[src/design/core_ctrl_pkg.sv]
`default_nettype none

package core_ctrl_pkg;

  // --------------------------------------------------
  // Fetch sequencing
  // --------------------------------------------------

  // Reset, two vector bytes, then steady fetch
  typedef enum logic [1:0] {
    ST_RESET,
    ST_VEC_HI,
    ST_VEC_LO,
    ST_FETCH
  } fetch_state_t;

  // --------------------------------------------------
  // Execution
  // --------------------------------------------------

  // Decoded accumulator operation
  typedef enum logic [2:0] {
    OP_NONE,
    OP_CLR,
    OP_INC,
    OP_COM,
    OP_ASL,
    OP_ASR,
    OP_LSR
  } alu_op_t;

  // Which unit supplies the writeback
  typedef enum logic [1:0] {
    CLASS_NONE,
    CLASS_ARITH,
    CLASS_SHIFT
  } alu_class_t;

endpackage

`default_nettype wire

[src/design/cpu_isa_pkg.sv]
`default_nettype none

package cpu_isa_pkg;

  // --------------------------------------------------
  // Data widths
  // --------------------------------------------------

  // One data byte on the bus
  typedef logic [7:0]  byte_t;

  // Address bus, big-endian vectors
  typedef logic [15:0] addr_t;

  // Condition code register
  typedef logic [7:0]  cc_t;

  // --------------------------------------------------
  // Condition code bit positions
  // --------------------------------------------------

  localparam int CC_E = 7;  // Entire state saved
  localparam int CC_F = 6;  // FIRQ mask
  localparam int CC_H = 5;  // Half carry
  localparam int CC_I = 4;  // IRQ mask
  localparam int CC_N = 3;  // Negative
  localparam int CC_Z = 2;  // Zero
  localparam int CC_V = 1;  // Overflow
  localparam int CC_C = 0;  // Carry

  // E, F and I set out of reset
  localparam cc_t CC_RESET = 8'hD0;

  // --------------------------------------------------
  // Reset vector, MSB first
  // --------------------------------------------------

  localparam addr_t RESET_VECTOR_HI = 16'hFFFE;
  localparam addr_t RESET_VECTOR_LO = 16'hFFFF;

  // --------------------------------------------------
  // Inherent accumulator opcodes
  // --------------------------------------------------

  // A forms, row 4x
  localparam byte_t OP_CLRA = 8'h4F;
  localparam byte_t OP_INCA = 8'h4C;
  localparam byte_t OP_COMA = 8'h43;
  localparam byte_t OP_ASLA = 8'h48;
  localparam byte_t OP_ASRA = 8'h47;
  localparam byte_t OP_LSRA = 8'h44;

  // B forms, row 5x
  localparam byte_t OP_CLRB = 8'h5F;
  localparam byte_t OP_INCB = 8'h5C;
  localparam byte_t OP_COMB = 8'h53;
  localparam byte_t OP_ASLB = 8'h58;
  localparam byte_t OP_ASRB = 8'h57;
  localparam byte_t OP_LSRB = 8'h54;

  // Architectural NOP, held in the IR until the first fetch
  localparam byte_t INSTR_NOP = 8'h12;

endpackage

`default_nettype wire

[src/design/accumulator_update.sv]
`timescale 1ns/10ps
`default_nettype none

module accumulator_update (
  input  wire                             clk,
  input  wire                             reset_b,
  input  wire core_ctrl_pkg::alu_class_t  op_class,
  input  wire                             target_b,
  input  wire cpu_isa_pkg::byte_t         arith_result,
  input  wire                             arith_n,
  input  wire                             arith_z,
  input  wire                             arith_v,
  input  wire                             arith_c,
  input  wire cpu_isa_pkg::byte_t         shift_result,
  input  wire                             shift_n,
  input  wire                             shift_z,
  input  wire                             shift_v,
  input  wire                             shift_c,
  output cpu_isa_pkg::byte_t              reg_a,
  output cpu_isa_pkg::byte_t              reg_b,
  output cpu_isa_pkg::cc_t                cond_codes,
  output cpu_isa_pkg::byte_t              operand
);

  import cpu_isa_pkg::*;
  import core_ctrl_pkg::*;

  // --------------------------------------------------
  // Writeback selection
  // --------------------------------------------------

  byte_t wb_value;
  logic  wb_n;
  logic  wb_z;
  logic  wb_v;
  logic  wb_c;
  logic  wb_en;
  cc_t   cc_next;

  // Source accumulator for both units
  assign operand = target_b ? reg_b : reg_a;

  always_comb begin
    wb_en    = 1'b1;
    wb_value = arith_result;
    wb_n     = arith_n;
    wb_z     = arith_z;
    wb_v     = arith_v;
    wb_c     = arith_c;
    case (op_class)
      CLASS_ARITH: wb_en = 1'b1;
      CLASS_SHIFT: begin
        wb_value = shift_result;
        wb_n     = shift_n;
        wb_z     = shift_z;
        wb_v     = shift_v;
        wb_c     = shift_c;
      end
      default: wb_en = 1'b0;
    endcase
  end

  // H, E, F and I pass through untouched
  always_comb begin
    cc_next       = cond_codes;
    cc_next[CC_N] = wb_n;
    cc_next[CC_Z] = wb_z;
    cc_next[CC_V] = wb_v;
    cc_next[CC_C] = wb_c;
  end

  // --------------------------------------------------
  // Register file
  // --------------------------------------------------

  always_ff @(posedge clk or negedge reset_b) begin
    if (!reset_b) begin
      reg_a      <= '0;
      reg_b      <= '0;
      cond_codes <= CC_RESET;
    end else if (wb_en) begin
      // Only the targeted accumulator changes
      if (target_b) begin
        reg_b <= wb_value;
      end else begin
        reg_a <= wb_value;
      end
      cond_codes <= cc_next;
    end
  end

endmodule

`default_nettype wire

[src/design/arith_unit.sv]
`timescale 1ns/10ps
`default_nettype none

module arith_unit (
  input  wire core_ctrl_pkg::alu_op_t op,
  input  wire cpu_isa_pkg::byte_t     operand,
  input  wire                         carry_in,
  output cpu_isa_pkg::byte_t          result,
  output logic                        flag_n,
  output logic                        flag_z,
  output logic                        flag_v,
  output logic                        flag_c
);

  import cpu_isa_pkg::*;
  import core_ctrl_pkg::*;

  // --------------------------------------------------
  // Result
  // --------------------------------------------------

  byte_t inc_value;

  // Wraps FF to 00
  assign inc_value = operand + 8'd1;

  always_comb begin
    case (op)
      OP_CLR:  result = '0;
      OP_INC:  result = inc_value;
      OP_COM:  result = ~operand;
      default: result = operand;
    endcase
  end

  // --------------------------------------------------
  // Flags
  // --------------------------------------------------

  // N and Z straight from the result
  assign flag_n = result[7];
  assign flag_z = (result == 8'h00);

  always_comb begin
    case (op)
      OP_INC: begin
        // Signed overflow only going 7F to 80
        flag_v = (operand == 8'h7F);
        flag_c = carry_in;
      end
      OP_COM: begin
        flag_v = 1'b0;
        flag_c = 1'b1;
      end
      default: begin
        // CLR clears both V and C
        flag_v = 1'b0;
        flag_c = 1'b0;
      end
    endcase
  end

endmodule

`default_nettype wire

[src/design/core6809.sv]
`timescale 1ns/10ps
`default_nettype none

module core6809 (
  input  wire                     clk,
  input  wire                     reset_b,
  input  wire cpu_isa_pkg::byte_t data_in,
  output cpu_isa_pkg::addr_t      memory_addr,
  output logic                    memory_rw_n,
  output cpu_isa_pkg::byte_t      reg_a,
  output cpu_isa_pkg::byte_t      reg_b,
  output cpu_isa_pkg::cc_t        cond_codes
);

  import cpu_isa_pkg::*;
  import core_ctrl_pkg::*;

  // --------------------------------------------------
  // Internal wiring
  // --------------------------------------------------

  byte_t      instr;
  alu_op_t    op;
  alu_class_t op_class;
  logic       target_b;
  byte_t      operand;

  // Arithmetic unit outputs
  byte_t      arith_result;
  logic       arith_n;
  logic       arith_z;
  logic       arith_v;
  logic       arith_c;

  // Shift unit outputs
  byte_t      shift_result;
  logic       shift_n;
  logic       shift_z;
  logic       shift_v;
  logic       shift_c;

  // --------------------------------------------------
  // Fetch and decode
  // --------------------------------------------------

  fetch_sequencer fetch_sequencer_inst (
    .clk         (clk),
    .reset_b     (reset_b),
    .data_in     (data_in),
    .memory_addr (memory_addr),
    .memory_rw_n (memory_rw_n),
    .instr       (instr)
  );

  opcode_decode opcode_decode_inst (
    .instr    (instr),
    .op       (op),
    .op_class (op_class),
    .target_b (target_b)
  );

  // --------------------------------------------------
  // Execute
  // --------------------------------------------------

  // INC keeps the current carry
  arith_unit arith_unit_inst (
    .op       (op),
    .operand  (operand),
    .carry_in (cond_codes[CC_C]),
    .result   (arith_result),
    .flag_n   (arith_n),
    .flag_z   (arith_z),
    .flag_v   (arith_v),
    .flag_c   (arith_c)
  );

  // ASR and LSR keep the current overflow
  shift_unit shift_unit_inst (
    .op          (op),
    .operand     (operand),
    .overflow_in (cond_codes[CC_V]),
    .result      (shift_result),
    .flag_n      (shift_n),
    .flag_z      (shift_z),
    .flag_v      (shift_v),
    .flag_c      (shift_c)
  );

  accumulator_update accumulator_update_inst (
    .clk          (clk),
    .reset_b      (reset_b),
    .op_class     (op_class),
    .target_b     (target_b),
    .arith_result (arith_result),
    .arith_n      (arith_n),
    .arith_z      (arith_z),
    .arith_v      (arith_v),
    .arith_c      (arith_c),
    .shift_result (shift_result),
    .shift_n      (shift_n),
    .shift_z      (shift_z),
    .shift_v      (shift_v),
    .shift_c      (shift_c),
    .reg_a        (reg_a),
    .reg_b        (reg_b),
    .cond_codes   (cond_codes),
    .operand      (operand)
  );

endmodule

`default_nettype wire

[src/design/fetch_sequencer.sv]
`timescale 1ns/10ps
`default_nettype none

module fetch_sequencer (
  input  wire                clk,
  input  wire                reset_b,
  input  wire cpu_isa_pkg::byte_t data_in,
  output cpu_isa_pkg::addr_t memory_addr,
  output logic               memory_rw_n,
  output cpu_isa_pkg::byte_t instr
);

  import cpu_isa_pkg::*;
  import core_ctrl_pkg::*;

  // --------------------------------------------------
  // Sequencer state
  // --------------------------------------------------

  fetch_state_t state;
  fetch_state_t state_next;

  // PC tracks the byte currently on the bus once fetching
  addr_t pc;
  addr_t pc_next;
  addr_t addr_next;

  // Read-only core, bus never writes
  assign memory_rw_n = 1'b1;

  // --------------------------------------------------
  // Next state, PC and address
  // --------------------------------------------------

  always_comb begin
    state_next = state;
    pc_next    = pc;
    addr_next  = memory_addr;
    case (state)
      ST_RESET: begin
        // Hold FFFE one more cycle for the MSB read
        state_next = ST_VEC_HI;
        addr_next  = RESET_VECTOR_HI;
      end
      ST_VEC_HI: begin
        // Vector MSB on data_in now
        state_next = ST_VEC_LO;
        pc_next    = {data_in, pc[7:0]};
        addr_next  = RESET_VECTOR_LO;
      end
      ST_VEC_LO: begin
        // Vector LSB completes the PC
        state_next = ST_FETCH;
        pc_next    = {pc[15:8], data_in};
        // Full vector goes out, not just the MSB half
        addr_next  = {pc[15:8], data_in};
      end
      ST_FETCH: begin
        // One opcode byte per clock
        pc_next   = pc + 16'd1;
        addr_next = pc + 16'd1;
      end
      default: begin
        state_next = ST_RESET;
        addr_next  = RESET_VECTOR_HI;
      end
    endcase
  end

  // --------------------------------------------------
  // Registers
  // --------------------------------------------------

  always_ff @(posedge clk or negedge reset_b) begin
    if (!reset_b) begin
      state       <= ST_RESET;
      pc          <= '0;
      memory_addr <= RESET_VECTOR_HI;
    end else begin
      state       <= state_next;
      pc          <= pc_next;
      memory_addr <= addr_next;
    end
  end

  // Instruction register
  // Byte at the current address, executed next cycle
  always_ff @(posedge clk or negedge reset_b) begin
    if (!reset_b) begin
      instr <= INSTR_NOP;
    end else if (state == ST_FETCH) begin
      instr <= data_in;
    end
  end

endmodule

`default_nettype wire

[src/design/opcode_decode.sv]
`timescale 1ns/10ps
`default_nettype none

module opcode_decode (
  input  wire cpu_isa_pkg::byte_t    instr,
  output core_ctrl_pkg::alu_op_t    op,
  output core_ctrl_pkg::alu_class_t op_class,
  output logic                      target_b
);

  import cpu_isa_pkg::*;
  import core_ctrl_pkg::*;

  // --------------------------------------------------
  // Operation lookup
  // --------------------------------------------------

  // Twelve inherent forms, all else is a NOP
  always_comb begin
    case (instr)
      OP_CLRA, OP_CLRB: begin
        op       = OP_CLR;
        op_class = CLASS_ARITH;
      end
      OP_INCA, OP_INCB: begin
        op       = OP_INC;
        op_class = CLASS_ARITH;
      end
      OP_COMA, OP_COMB: begin
        op       = OP_COM;
        op_class = CLASS_ARITH;
      end
      OP_ASLA, OP_ASLB: begin
        op       = OP_ASL;
        op_class = CLASS_SHIFT;
      end
      OP_ASRA, OP_ASRB: begin
        op       = OP_ASR;
        op_class = CLASS_SHIFT;
      end
      OP_LSRA, OP_LSRB: begin
        op       = OP_LSR;
        op_class = CLASS_SHIFT;
      end
      default: begin
        op       = OP_NONE;
        op_class = CLASS_NONE;
      end
    endcase
  end

  // --------------------------------------------------
  // Target accumulator
  // --------------------------------------------------

  // Row 5x is B, row 4x is A
  // Ignored for NOPs since nothing is written
  assign target_b = (instr[7:4] == 4'h5);

endmodule

`default_nettype wire

[src/design/shift_unit.sv]
`timescale 1ns/10ps
`default_nettype none

module shift_unit (
  input  wire core_ctrl_pkg::alu_op_t op,
  input  wire cpu_isa_pkg::byte_t     operand,
  input  wire                         overflow_in,
  output cpu_isa_pkg::byte_t          result,
  output logic                        flag_n,
  output logic                        flag_z,
  output logic                        flag_v,
  output logic                        flag_c
);

  import core_ctrl_pkg::*;

  // --------------------------------------------------
  // Shifter
  // --------------------------------------------------

  always_comb begin
    case (op)
      OP_ASL: begin
        // Zero into bit 0, old bit 7 out to carry
        result = {operand[6:0], 1'b0};
        flag_c = operand[7];
        // Sign changed by the shift
        flag_v = operand[7] ^ operand[6];
      end
      OP_ASR: begin
        // Sign bit replicated
        result = {operand[7], operand[7:1]};
        flag_c = operand[0];
        flag_v = overflow_in;
      end
      OP_LSR: begin
        // Zero into bit 7
        result = {1'b0, operand[7:1]};
        flag_c = operand[0];
        flag_v = overflow_in;
      end
      default: begin
        result = operand;
        flag_c = 1'b0;
        flag_v = overflow_in;
      end
    endcase
  end

  // --------------------------------------------------
  // N and Z
  // --------------------------------------------------

  // LSR always clears N, result bit 7 is zero
  assign flag_n = result[7];
  assign flag_z = (result == 8'h00);

endmodule

`default_nettype wire

[config.mk]
export PLATFORM = sky130hd
export DESIGN_NAME = core6809
export DESIGN_NICKNAME = d
export VERILOG_FILES = /design/src/design/core_ctrl_pkg.sv /design/src/design/cpu_isa_pkg.sv /design/src/design/accumulator_update.sv /design/src/design/arith_unit.sv /design/src/design/core6809.sv /design/src/design/fetch_sequencer.sv /design/src/design/opcode_decode.sv /design/src/design/shift_unit.sv
export SDC_FILE = /design/constraint.sdc
export NUM_CORES = 1
export LEC_CHECK = 0
export BUFFER_PORTS_ARGS = -buffer_cell sky130_fd_sc_hd__buf_2
export CAP_MARGIN = 20
export CORE_MARGIN = 4
export CORE_UTILIZATION = 55
export DETAILED_ROUTE_END_ITERATION = 16
export PLACE_DENSITY = 0.88
export SLEW_MARGIN = 20
export SYNTH_ARGS = -nofsm -noshare
export SYNTH_HDL_FRONTEND = slang
export SYNTH_SLANG_ARGS = --single-unit
[constraint.sdc]
create_clock -name clk -period 5.5 [get_ports clk]
set_input_delay 0 -clock clk [delete_from_list [all_inputs] [get_ports clk]]
set_output_delay 0 -clock clk [all_outputs]
set_load 0.01 [all_outputs]
==> results.toml, run 1 <==
[run_status]
run_status = "finished clean"

[layout]
instances_no_fill = 592
nets = 508
antennaDiodeCount = 0
fillers = 572
seq_area_um2 = 1570
layout-drive-gt1-share_pct = 23.3
area.growth.synth_to_final_pct = 11.9
multi_input_area_um2 = 2290

[floorplan]
die_w_um = 94.5
io_pins = 51
die_area_um2 = 8930
rows = 31
coreArea_um2 = 7250
dieHeight_um = 94.5
initial_core_util_pct = 56.7

[routing]
ant_nets = 0
drt-vias-per-instance = 6.17
drc = 0
dr.first_iter.drc_count = 236
dr.pass1.iters = 5
num_vias = 3651
wl_per_cell_um = 17.8
wl_um = 10500

[power_and_ir_drop]
p_leak_uw = 0.00203
peakVddDrop_mv = 0.170
p_per_area_nw_per_um2 = 326

[critical_path]
cp-start-kind = "flip-flop"
required_ns = 5.78
cp-end-kind = "flip-flop"
crit_arrival_ns = 3.50
crit_type = "flip-flop to flip-flop"
path_max_fanout = 11

[sta]
max-slew-margin-rel_pct = 47.2
max_freq_ghz = 0.311
tightest_slew_ns = 0.788
min_period_ns = 3.21
setup_viol = 0
fin_tns_setup_ns = 0
hold_viol_final = 0
finalCritPeriodShare_pct = 58.4
drv_slew = 0
rsz0062_at_grt = "false"
finClkSkew_ns = 0.00536

[logic_synthesis]
syn_area_um2 = 4110
avgSynthCellArea_um2 = 9.02
synth-seq-cells = 62
ys.flop_type = "dfrtp_1"
ys_types = 65
netlist.area_leader.share_pct = 27.4
synth_area_leaders = "dfrtp_1, dfstp_2, nand2_1"
synth_edf_count = 0
seq_area_frac_synth_pct = 38.2
synth_warnings = 0
synth_most_common_cell = "nand2_1"
yosys-top-cells-count = "nand2_1, dfrtp_1, a21oi_1"
syn_inst = 456
synthArstFlopShare_pct = 100
synth_top_area_cell = "dfrtp_1"

[clock_network]
cts_setup_buffers = 0
cts_buffers = 9
cts_tree = "yes"
cts_resized = 0
htree_num_levels = 3
clk_pin_slew_ns = 0.07
cts_max_path_buffers = 2
cts_root_buf = "clkbuf_8"
clock-sinks = 62
clk_latency_ns = 0.35

[global_routing]
grt_max_degree = 63
grt-ovfl-total = 0
grt_pass1_vias = 3483
grt_antenna_before_repair = 0
grt_pass1_wl_um = 17200
grt_use_total_pct = 25.0

[place]
dpl.hpwl_um = 7160
io_buffers = 45
place_inst = 567
routabilityCongestion = 0.939

[flow_run]
maxCapViolCount = 0

[hold_path]
hold_path.class = "primary input to asynchronous set/reset pin"
## critical path: stages (launching register included)
cell and delay [ns]:
dfstp_2 0.55, nand4bb_1 0.64, mux2i_1 0.51, inv_2 0.11
ha_1 0.26, a21oi_1 0.15, xor2_1 0.09, a2bb2oi_1 0.22
nand4_1 0.12, or3b_1 0.37, o21ai_1 0.13
## per-stage QoR
step	hold WS [ns]	power (uW)	area (um^2)	utilization, %	worst slack, ns
floorplan	-0.296	925	4120	-	2.97
global placement	0.200	1030	4290	59.2	2.41
detailed placement	0.214	1050	4290	59.2	2.36
CTS	0.365	1500	4600	63.5	2.31
global route	0.417	1580	4600	63.5	2.07
finish	0.349	1500	4600	63.5	2.29
## cells by family (layout without fill, tap and decap cells)
family	after synthesis	count (layout)	synth area share [%]
AND/OR/NAND/NOR	137	137	17.2
AO/OA/AOI/OAI	136	136	21.1
flip-flops	62	62	38.2
buffers and inverters	56	90	6.42
multiplexers	37	37	10.4
XOR/XNOR	16	16	3.41
adder cells (fa/ha/maj)	10	10	3.04
other	2	5	0.183
## registers in the layout, summed over array words and instances (netlist names)
signal and flops:
accumulator_update_inst.cond_codes 4, accumulator_update_inst.reg_a 8, accumulator_update_inst.reg_b 8, fetch_sequencer_inst.instr 8, fetch_sequencer_inst.memory_addr 16, fetch_sequencer_inst.pc 16
fetch_sequencer_inst.state 2
## worst paths after layout
| path | startpoint | endpoint | slack [ns] | cells past startpoint |
|---|---|---|---|---|
| min reg2reg | accumulator_update_inst.cond_codes[3]$_DFFE_PN0N_ | accumulator_update_inst.cond_codes[3]$_DFFE_PN0N_ | 0.53 | 2 |
| max | fetch_sequencer_inst.instr[4]$_DFFE_PN1P_ | accumulator_update_inst.cond_codes[2]$_DFFE_PN0N_ | 2.29 | 10 |
| min | reset_b | accumulator_update_inst.cond_codes[1]$_DFFE_PN0P_ | 0.35 | 3 |
| max reg2reg | fetch_sequencer_inst.instr[4]$_DFFE_PN1P_ | accumulator_update_inst.cond_codes[2]$_DFFE_PN0N_ | 2.29 | 10 |
| max in group asynchronous | reset_b | accumulator_update_inst.reg_b[7]$_DFFE_PN0P_ | 4.63 | 3 |
| min in group clk | data_in[0] | fetch_sequencer_inst.instr[0]$_DFFE_PN0P_ | 0.47 | 3 |
## metal layers
metal  part of all wire, %  GRT usage (%)
met1                    40           30.9
met3                   6.8           4.78
met4                   2.9           12.0
met5                     0              0
met2                    51           42.0
## power breakdown
part           internal, uW  total, uW  switching (uW)
clock network           256        452             196
logic                   173        388             215
registers               569        661            92.7
total                   997       1500             504
## cell usage in the layout, fill, tap and decap left out, types with 3 or more instances in the layout
cell and count:
ha_1 10, o21ai_1 13, o21a_1 4, xor2_1 3, nand2_1 55, nand3_1 14, o22ai_1 15, conb_1 5
buf_2 45, a21oi_1 31, a22oi_1 8, mux2_2 15, nand4_1 6, nor4_1 3, nor2_1 25, nor3_1 9
a21o_1 8, o21ai_0 27, nand2b_1 3, clkbuf_8 9, inv_1 14, mux2i_1 15, dlygate4sd3_1 9, o22a_1 9
xnor2_1 13, dfrtp_1 45, o21bai_1 5, dfstp_2 17, inv_2 3
## layout make-up
cell class	instances	share of cell area [%]
clock buffer	9	2.69
inverter	18	1.47
tap	99	2.69
multi-input combinational	341	49.7
timing repair buffer	56	7.18
sequential	62	34.2
clock inverter	7	2.12
## timing repair
item / in CTS / in global routing
endpoints found under the setup margin: 0 / 0
hold buffers: 9 / 0
hold endpoints to repair: 66 / 0
No activity file was read; power rests on OpenSTA's default activity.
==> run 2: changes to the inputs <==
- clock period: 5.5 -> 3.13 ns (I/O delays scaled with it)
==> results.toml, run 2 (synthesized netlist as in run 1, its figures left out) <==
[global_routing]
grt_pass1_wl_um = 16700
grt_antenna_before_repair = 0
grt-ovfl-total = 0
grt_use_total_pct = 23.9
grt_pass1_vias = 3345
grt_max_degree = 35

[critical_path]
max_stage_delay_ns = 0.55
required_ns = 3.40
crit_family = "simple AND/OR/NAND/NOR gates"
crit_arrival_ns = 3.05
cp-start-kind = "flip-flop"
path_max_fanout = 7
worstSetupStartpoint = "fetch_sequencer_inst.instr[4]$_DFFE_PN1P_"
cp_slowest_cell = "dfstp_2"
cp-end-kind = "flip-flop"
worst-r2r-cell-count = 10
r2r_end = "accumulator_update_inst.cond_codes[2]$_DFFE_PN0N_"
cp_num_buf_inv = 1
worstPathCellList = "and4bb_1 -> mux2i_1 -> inv_1 -> ha_1 -> a21oi_1 -> xor2_1 -> a2bb2oi_1 -> nand4_1 -> or3b_1 -> o21ai_1"
worst-r2r-setup-slack_ns = 0.36
crit_type = "flip-flop to flip-flop"
worstReg2RegStart = "fetch_sequencer_inst.instr[4]$_DFFE_PN1P_"

[routing]
num_vias = 3600
dr.first_iter.drc_count = 215
drt-vias-per-instance = 6.02
dr.pass1.iters = 5
drc = 0
ant_nets = 0
wl_um = 10200
wl_per_cell_um = 17.1

[sta]
rsz0062_at_grt = "false"
drv_slew = 0
max_freq_ghz = 0.361
min_period_ns = 2.77
finClkSkew_ns = 0.00973
setup_viol = 0
fin_tns_setup_ns = 0
max-slew-margin-rel_pct = 49.6
hold_viol_final = 0
finalCritPeriodShare_pct = 88.6
tightest_slew_ns = 0.756

[floorplan]
rows = 31
initial_core_util_pct = 56.7
die_w_um = 94.5
dieHeight_um = 94.5
coreArea_um2 = 7250
die_area_um2 = 8930
io_pins = 51

[flow_run]
maxCapViolCount = 0

[clock_network]
clk_latency_ns = 0.34
cts_max_path_buffers = 2
cts_buffers = 9
clk_pin_slew_ns = 0.07
cts_tree = "yes"
htree_num_levels = 3
clock-sinks = 62
cts_resized = 0
cts_root_buf = "clkbuf_8"

[hold_path]
min-delay-start = "data_in[7]"
hold_path_depth = 3
hold_path.class = "primary input to flip-flop"
worst_hold_path.endpoint = "fetch_sequencer_inst.pc[7]$_DFFE_PN0P_"

[layout]
area.growth.synth_to_final_pct = 12.4
layout-drive-gt1-share_pct = 24.4
final_common_cell = "nand2_1"
fillers = 595
final_cell_mix = "nand2_1, dfrtp_1, buf_2"
antennaDiodeCount = 0
nets = 514
reg.largest.list = "fetch_sequencer_inst.memory_addr (16), fetch_sequencer_inst.pc (16)"

[run_status]
run_status = "finished clean"

[place]
routabilityCongestion = 0.981
dpl.hpwl_um = 7220
io_buffers = 45

[power_and_ir_drop]
peakVddDrop_mv = 0.283
p_leak_uw = 0.00206
p_per_area_nw_per_um2 = 551
finalPower_uw = 2550
-- run 2: cell types whose count changed in the layout (fill, tap and decap cells not counted) --
cell and delta:
clkinv_4 +1, dlygate4sd3_1 -1, buf_4 +7, clkinvlp_4 -1, clkinv_2 +1, bufinv_16 -1
-- run 2: routing by layer --
metal	global-route usage (%)	part of all wire (%)	vias up
li1	-	-	1706
met1	30.3	41	1696
met3	5.74	6.1	37
met2	38.9	49	161
met5	0	0	-
met4	10.8	3.5	0
-- run 2: power breakdown --
| group | switching (uW) | internal, uW |
|---|---|---|
| registers | 161 | 999 |
| logic | 375 | 307 |
| clock network | 334 | 370 |
| total | 871 | 1680 |
-- run 2: cell type report --
cell class / count / area, um^2 / area share, %
clock buffers: 9 / 124 / 2.68
flip-flops and latches: 62 / 1570 / 34.0
well taps: 99 / 124 / 2.68
repair buffers: 62 / 373 / 8.07
clock inverters: 7 / 73.8 / 1.60
inverters: 18 / 67.6 / 1.46
multi-input cells: 341 / 2290 / 49.5
-- run 2: worst max-delay path by stage --
stage / endpoint / depth (start not counted)
after floorplan: accumulator_update_inst.cond_codes[2]$_DFFE_PN0N_ / 11
after global placement: accumulator_update_inst.cond_codes[2]$_DFFE_PN0N_ / 10
after detailed placement: accumulator_update_inst.cond_codes[2]$_DFFE_PN0N_ / 10
after CTS: accumulator_update_inst.cond_codes[2]$_DFFE_PN0N_ / 10
after global routing: accumulator_update_inst.cond_codes[2]$_DFFE_PN0N_ / 10
final: accumulator_update_inst.cond_codes[2]$_DFFE_PN0N_ / 10
-- run 2: through the flow --
step	hold slack, ns	instance area, um^2	util, %	cells	setup slack (ns)
after floorplan	-0.296	4120	-	459	0.601
after global placement	0.102	4340	59.9	574	0.522
after detailed placement	0.109	4340	59.9	574	0.461
after CTS	0.00491	4620	63.7	598	0.400
after global routing	0.0120	4620	63.7	598	0.129
final	0.00980	4620	63.7	598	0.357
-- run 2: repair_timing --
action,in CTS,in global routing
hold buffers,8,0
buffers inserted,0,0
hold endpoints to repair,35,0
-- run 2: worst reg2reg max path, cell delays in order (launching register included) --
cell and delay (ns):
dfstp_2 0.55, and4bb_1 0.44, mux2i_1 0.29, inv_1 0.09, ha_1 0.24, a21oi_1 0.17, xor2_1 0.09, a2bb2oi_1 0.24
nand4_1 0.12, or3b_1 0.36, o21ai_1 0.13
==> run 3: changes to the inputs <==
- MAX_ROUTING_LAYER: default -> met4
==> results.toml, run 3 (synthesized netlist as in run 1, its figures left out) <==
[run_status]
run_status = "finished clean"

[clock_network]
clk_pin_slew_ns = 0.09
clock-sinks = 62
cts_root_buf = "clkbuf_8"
htree_num_levels = 3
clk_latency_ns = 0.35
cts_max_path_buffers = 2
cts_tree = "yes"
cts_buffers = 9
cts_resized = 0

[routing]
drt-vias-per-instance = 5.97
ant_nets = 0
met1_length_um = 4250
dr.pass1.iters = 5
top_layer = "met4"
num_vias = 3576
wl_per_cell_um = 17.5
dr_wl_met3_um = 712
dr.first_iter.drc_count = 247
dr_wl_met2_um = 5240
wl_um = 10500
drc = 0

[critical_path]
max_stage_delay_ns = 0.56
path_max_fanout = 7
worstPathCellList = "and4bb_1 -> mux2i_1 -> inv_1 -> ha_1 -> a21oi_1 -> xor2_1 -> a2bb2oi_1 -> nand4_1 -> or3b_1 -> o21ai_1"
crit_arrival_ns = 3.06
cp-end-kind = "flip-flop"
required_ns = 3.41
cp_slowest_cell = "dfstp_2"
crit_type = "flip-flop to flip-flop"
cp-start-kind = "flip-flop"

[floorplan]
initial_core_util_pct = 56.7
io_pins = 51
rows = 31
coreArea_um2 = 7250
dieHeight_um = 94.5
die_area_um2 = 8930
die_w_um = 94.5

[place]
place_inst = 574
pre_cts_slack_ns = 0.383
dpl.hpwl_um = 7350
io_buffers = 45
routabilityCongestion = 0.942
placed_cell_area_um2 = 4340

[layout]
antennaDiodeCount = 0
multi_input_area_um2 = 2290
layout-drive-gt1-share_pct = 24.4
seq_area_um2 = 1570
final_cell_mix = "nand2_1, dfrtp_1, buf_2"
instances_no_fill = 599
fillers = 594
area.growth.synth_to_final_pct = 12.2
final_common_cell = "nand2_1"
reg.largest.list = "fetch_sequencer_inst.memory_addr (16), fetch_sequencer_inst.pc (16)"
fin_area_um2 = 4620
nets = 515

[sta]
fin_tns_setup_ns = 0
finClkSkew_ns = 0.0135
max-slew-margin-rel_pct = 47.2
min_period_ns = 2.78
setup_ws_ns = 0.345
finalCritPeriodShare_pct = 89.0
rsz0062_at_grt = "false"
tightest_slew_ns = 0.792
max_freq_ghz = 0.359
hold_viol_final = 0
drv_slew = 0
setup_viol = 0

[global_routing]
grt-ovfl-total = 0
grt_max_degree = 35
grt_pass1_wl_um = 16800
grt_antenna_before_repair = 0
grt_pass1_vias = 3324
grt_use_total_pct = 25.1

[power_and_ir_drop]
finalPower_uw = 2510
seq_power_share_pct = 46.2
p_int_uw = 1600
p_leak_uw = 0.00205
p_per_area_nw_per_um2 = 544
switchingPower_uw = 906
power_switching_share_pct = 36.1
comb_power_share_pct = 27.2
peakVddDrop_mv = 0.361
clockPowerShare_pct = 26.6

[hold_path]
hold_path.class = "primary input to asynchronous set/reset pin"

[flow_run]
maxCapViolCount = 0
[run 3: changes by cell type in the layout (fill, tap and decap cells not counted)]
| cell | delta |
|---|---|
| clkinv_4 | -1 |
| dlygate4sd3_1 | +1 |
| bufinv_16 | -1 |
| clkinvlp_4 | +1 |
| inv_8 | +1 |
| inv_6 | +1 |
| clkinv_2 | -1 |
[run 3: critical path, delay by kind of cell (launching register included)]
| family | cells | cell delay (ns) |
|---|---|---|
| compound gates | 3 | 0.53 |
| xor+xnor | 1 | 0.09 |
| fa+ha+maj | 1 | 0.24 |
| buf+inv | 1 | 0.09 |
| flops | 1 | 0.56 |
| mux | 1 | 0.30 |
| simple gates | 3 | 0.92 |
[run 3: cell type report]
| class | count | area share [%] |
|---|---|---|
| Tap cell | 99 | 2.68 |
| Clock inverter | 7 | 1.25 |
| Inverter | 18 | 1.46 |
| Sequential cell | 62 | 34.1 |
| Multi-Input combinational cell | 341 | 49.6 |
| Clock buffer | 9 | 2.68 |
| Timing Repair Buffer | 63 | 8.29 |
[run 3: path summary, 6_finish.rpt]
check                                                                     to  slack, ns  cells after the start                                      start
setup reg to reg           accumulator_update_inst.cond_codes[2]$_DFFE_PN0N_       0.35                     10  fetch_sequencer_inst.instr[4]$_DFFE_PN1P_
min in group clk                   fetch_sequencer_inst.instr[0]$_DFFE_PN0P_       0.49                      3                                 data_in[0]
max in group asynchronous      fetch_sequencer_inst.memory_addr[2]$_DFF_PN1_       1.95                      3                                    reset_b
hold reg to reg                       fetch_sequencer_inst.pc[1]$_DFFE_PN0P_       0.51                      2     fetch_sequencer_inst.pc[1]$_DFFE_PN0P_
hold / removal                  accumulator_update_inst.reg_a[5]$_DFFE_PN0P_       0.26                      2                                    reset_b
setup / recovery           accumulator_update_inst.cond_codes[2]$_DFFE_PN0N_       0.35                     10  fetch_sequencer_inst.instr[4]$_DFFE_PN1P_
[run 3: per-stage QoR]
stage	util [%]	hold slack [ns]
2_1_floorplan	-	-0.296
3_3_place_gp	59.9	0.101
3_5_place_dp	59.9	0.116
4_1_cts	63.6	0.270
5_1_grt	63.6	0.312
6_report	63.6	0.265
[run 3: repair_timing]
action	4_1_cts	5_1_grt
hold buffers	9	0
setup buffers	0	0
endpoints found under the hold margin	42	0
[run 3: power groups by stage]
stage	clock, uW	combinational, uW	sequential, uW
floorplan	0	484	1140
CTS	676	681	1150
detailed placement	0	668	1170
finish	668	683	1160
global placement	0	653	1160
global route	723	753	1180
[run 3: per-layer routing]
layer	vias to the layer above	track usage [%]
met5	-	-
met4	0	9.74
met3	25	5.34
met2	171	40.7
met1	1664	30.8
li1	1716	-
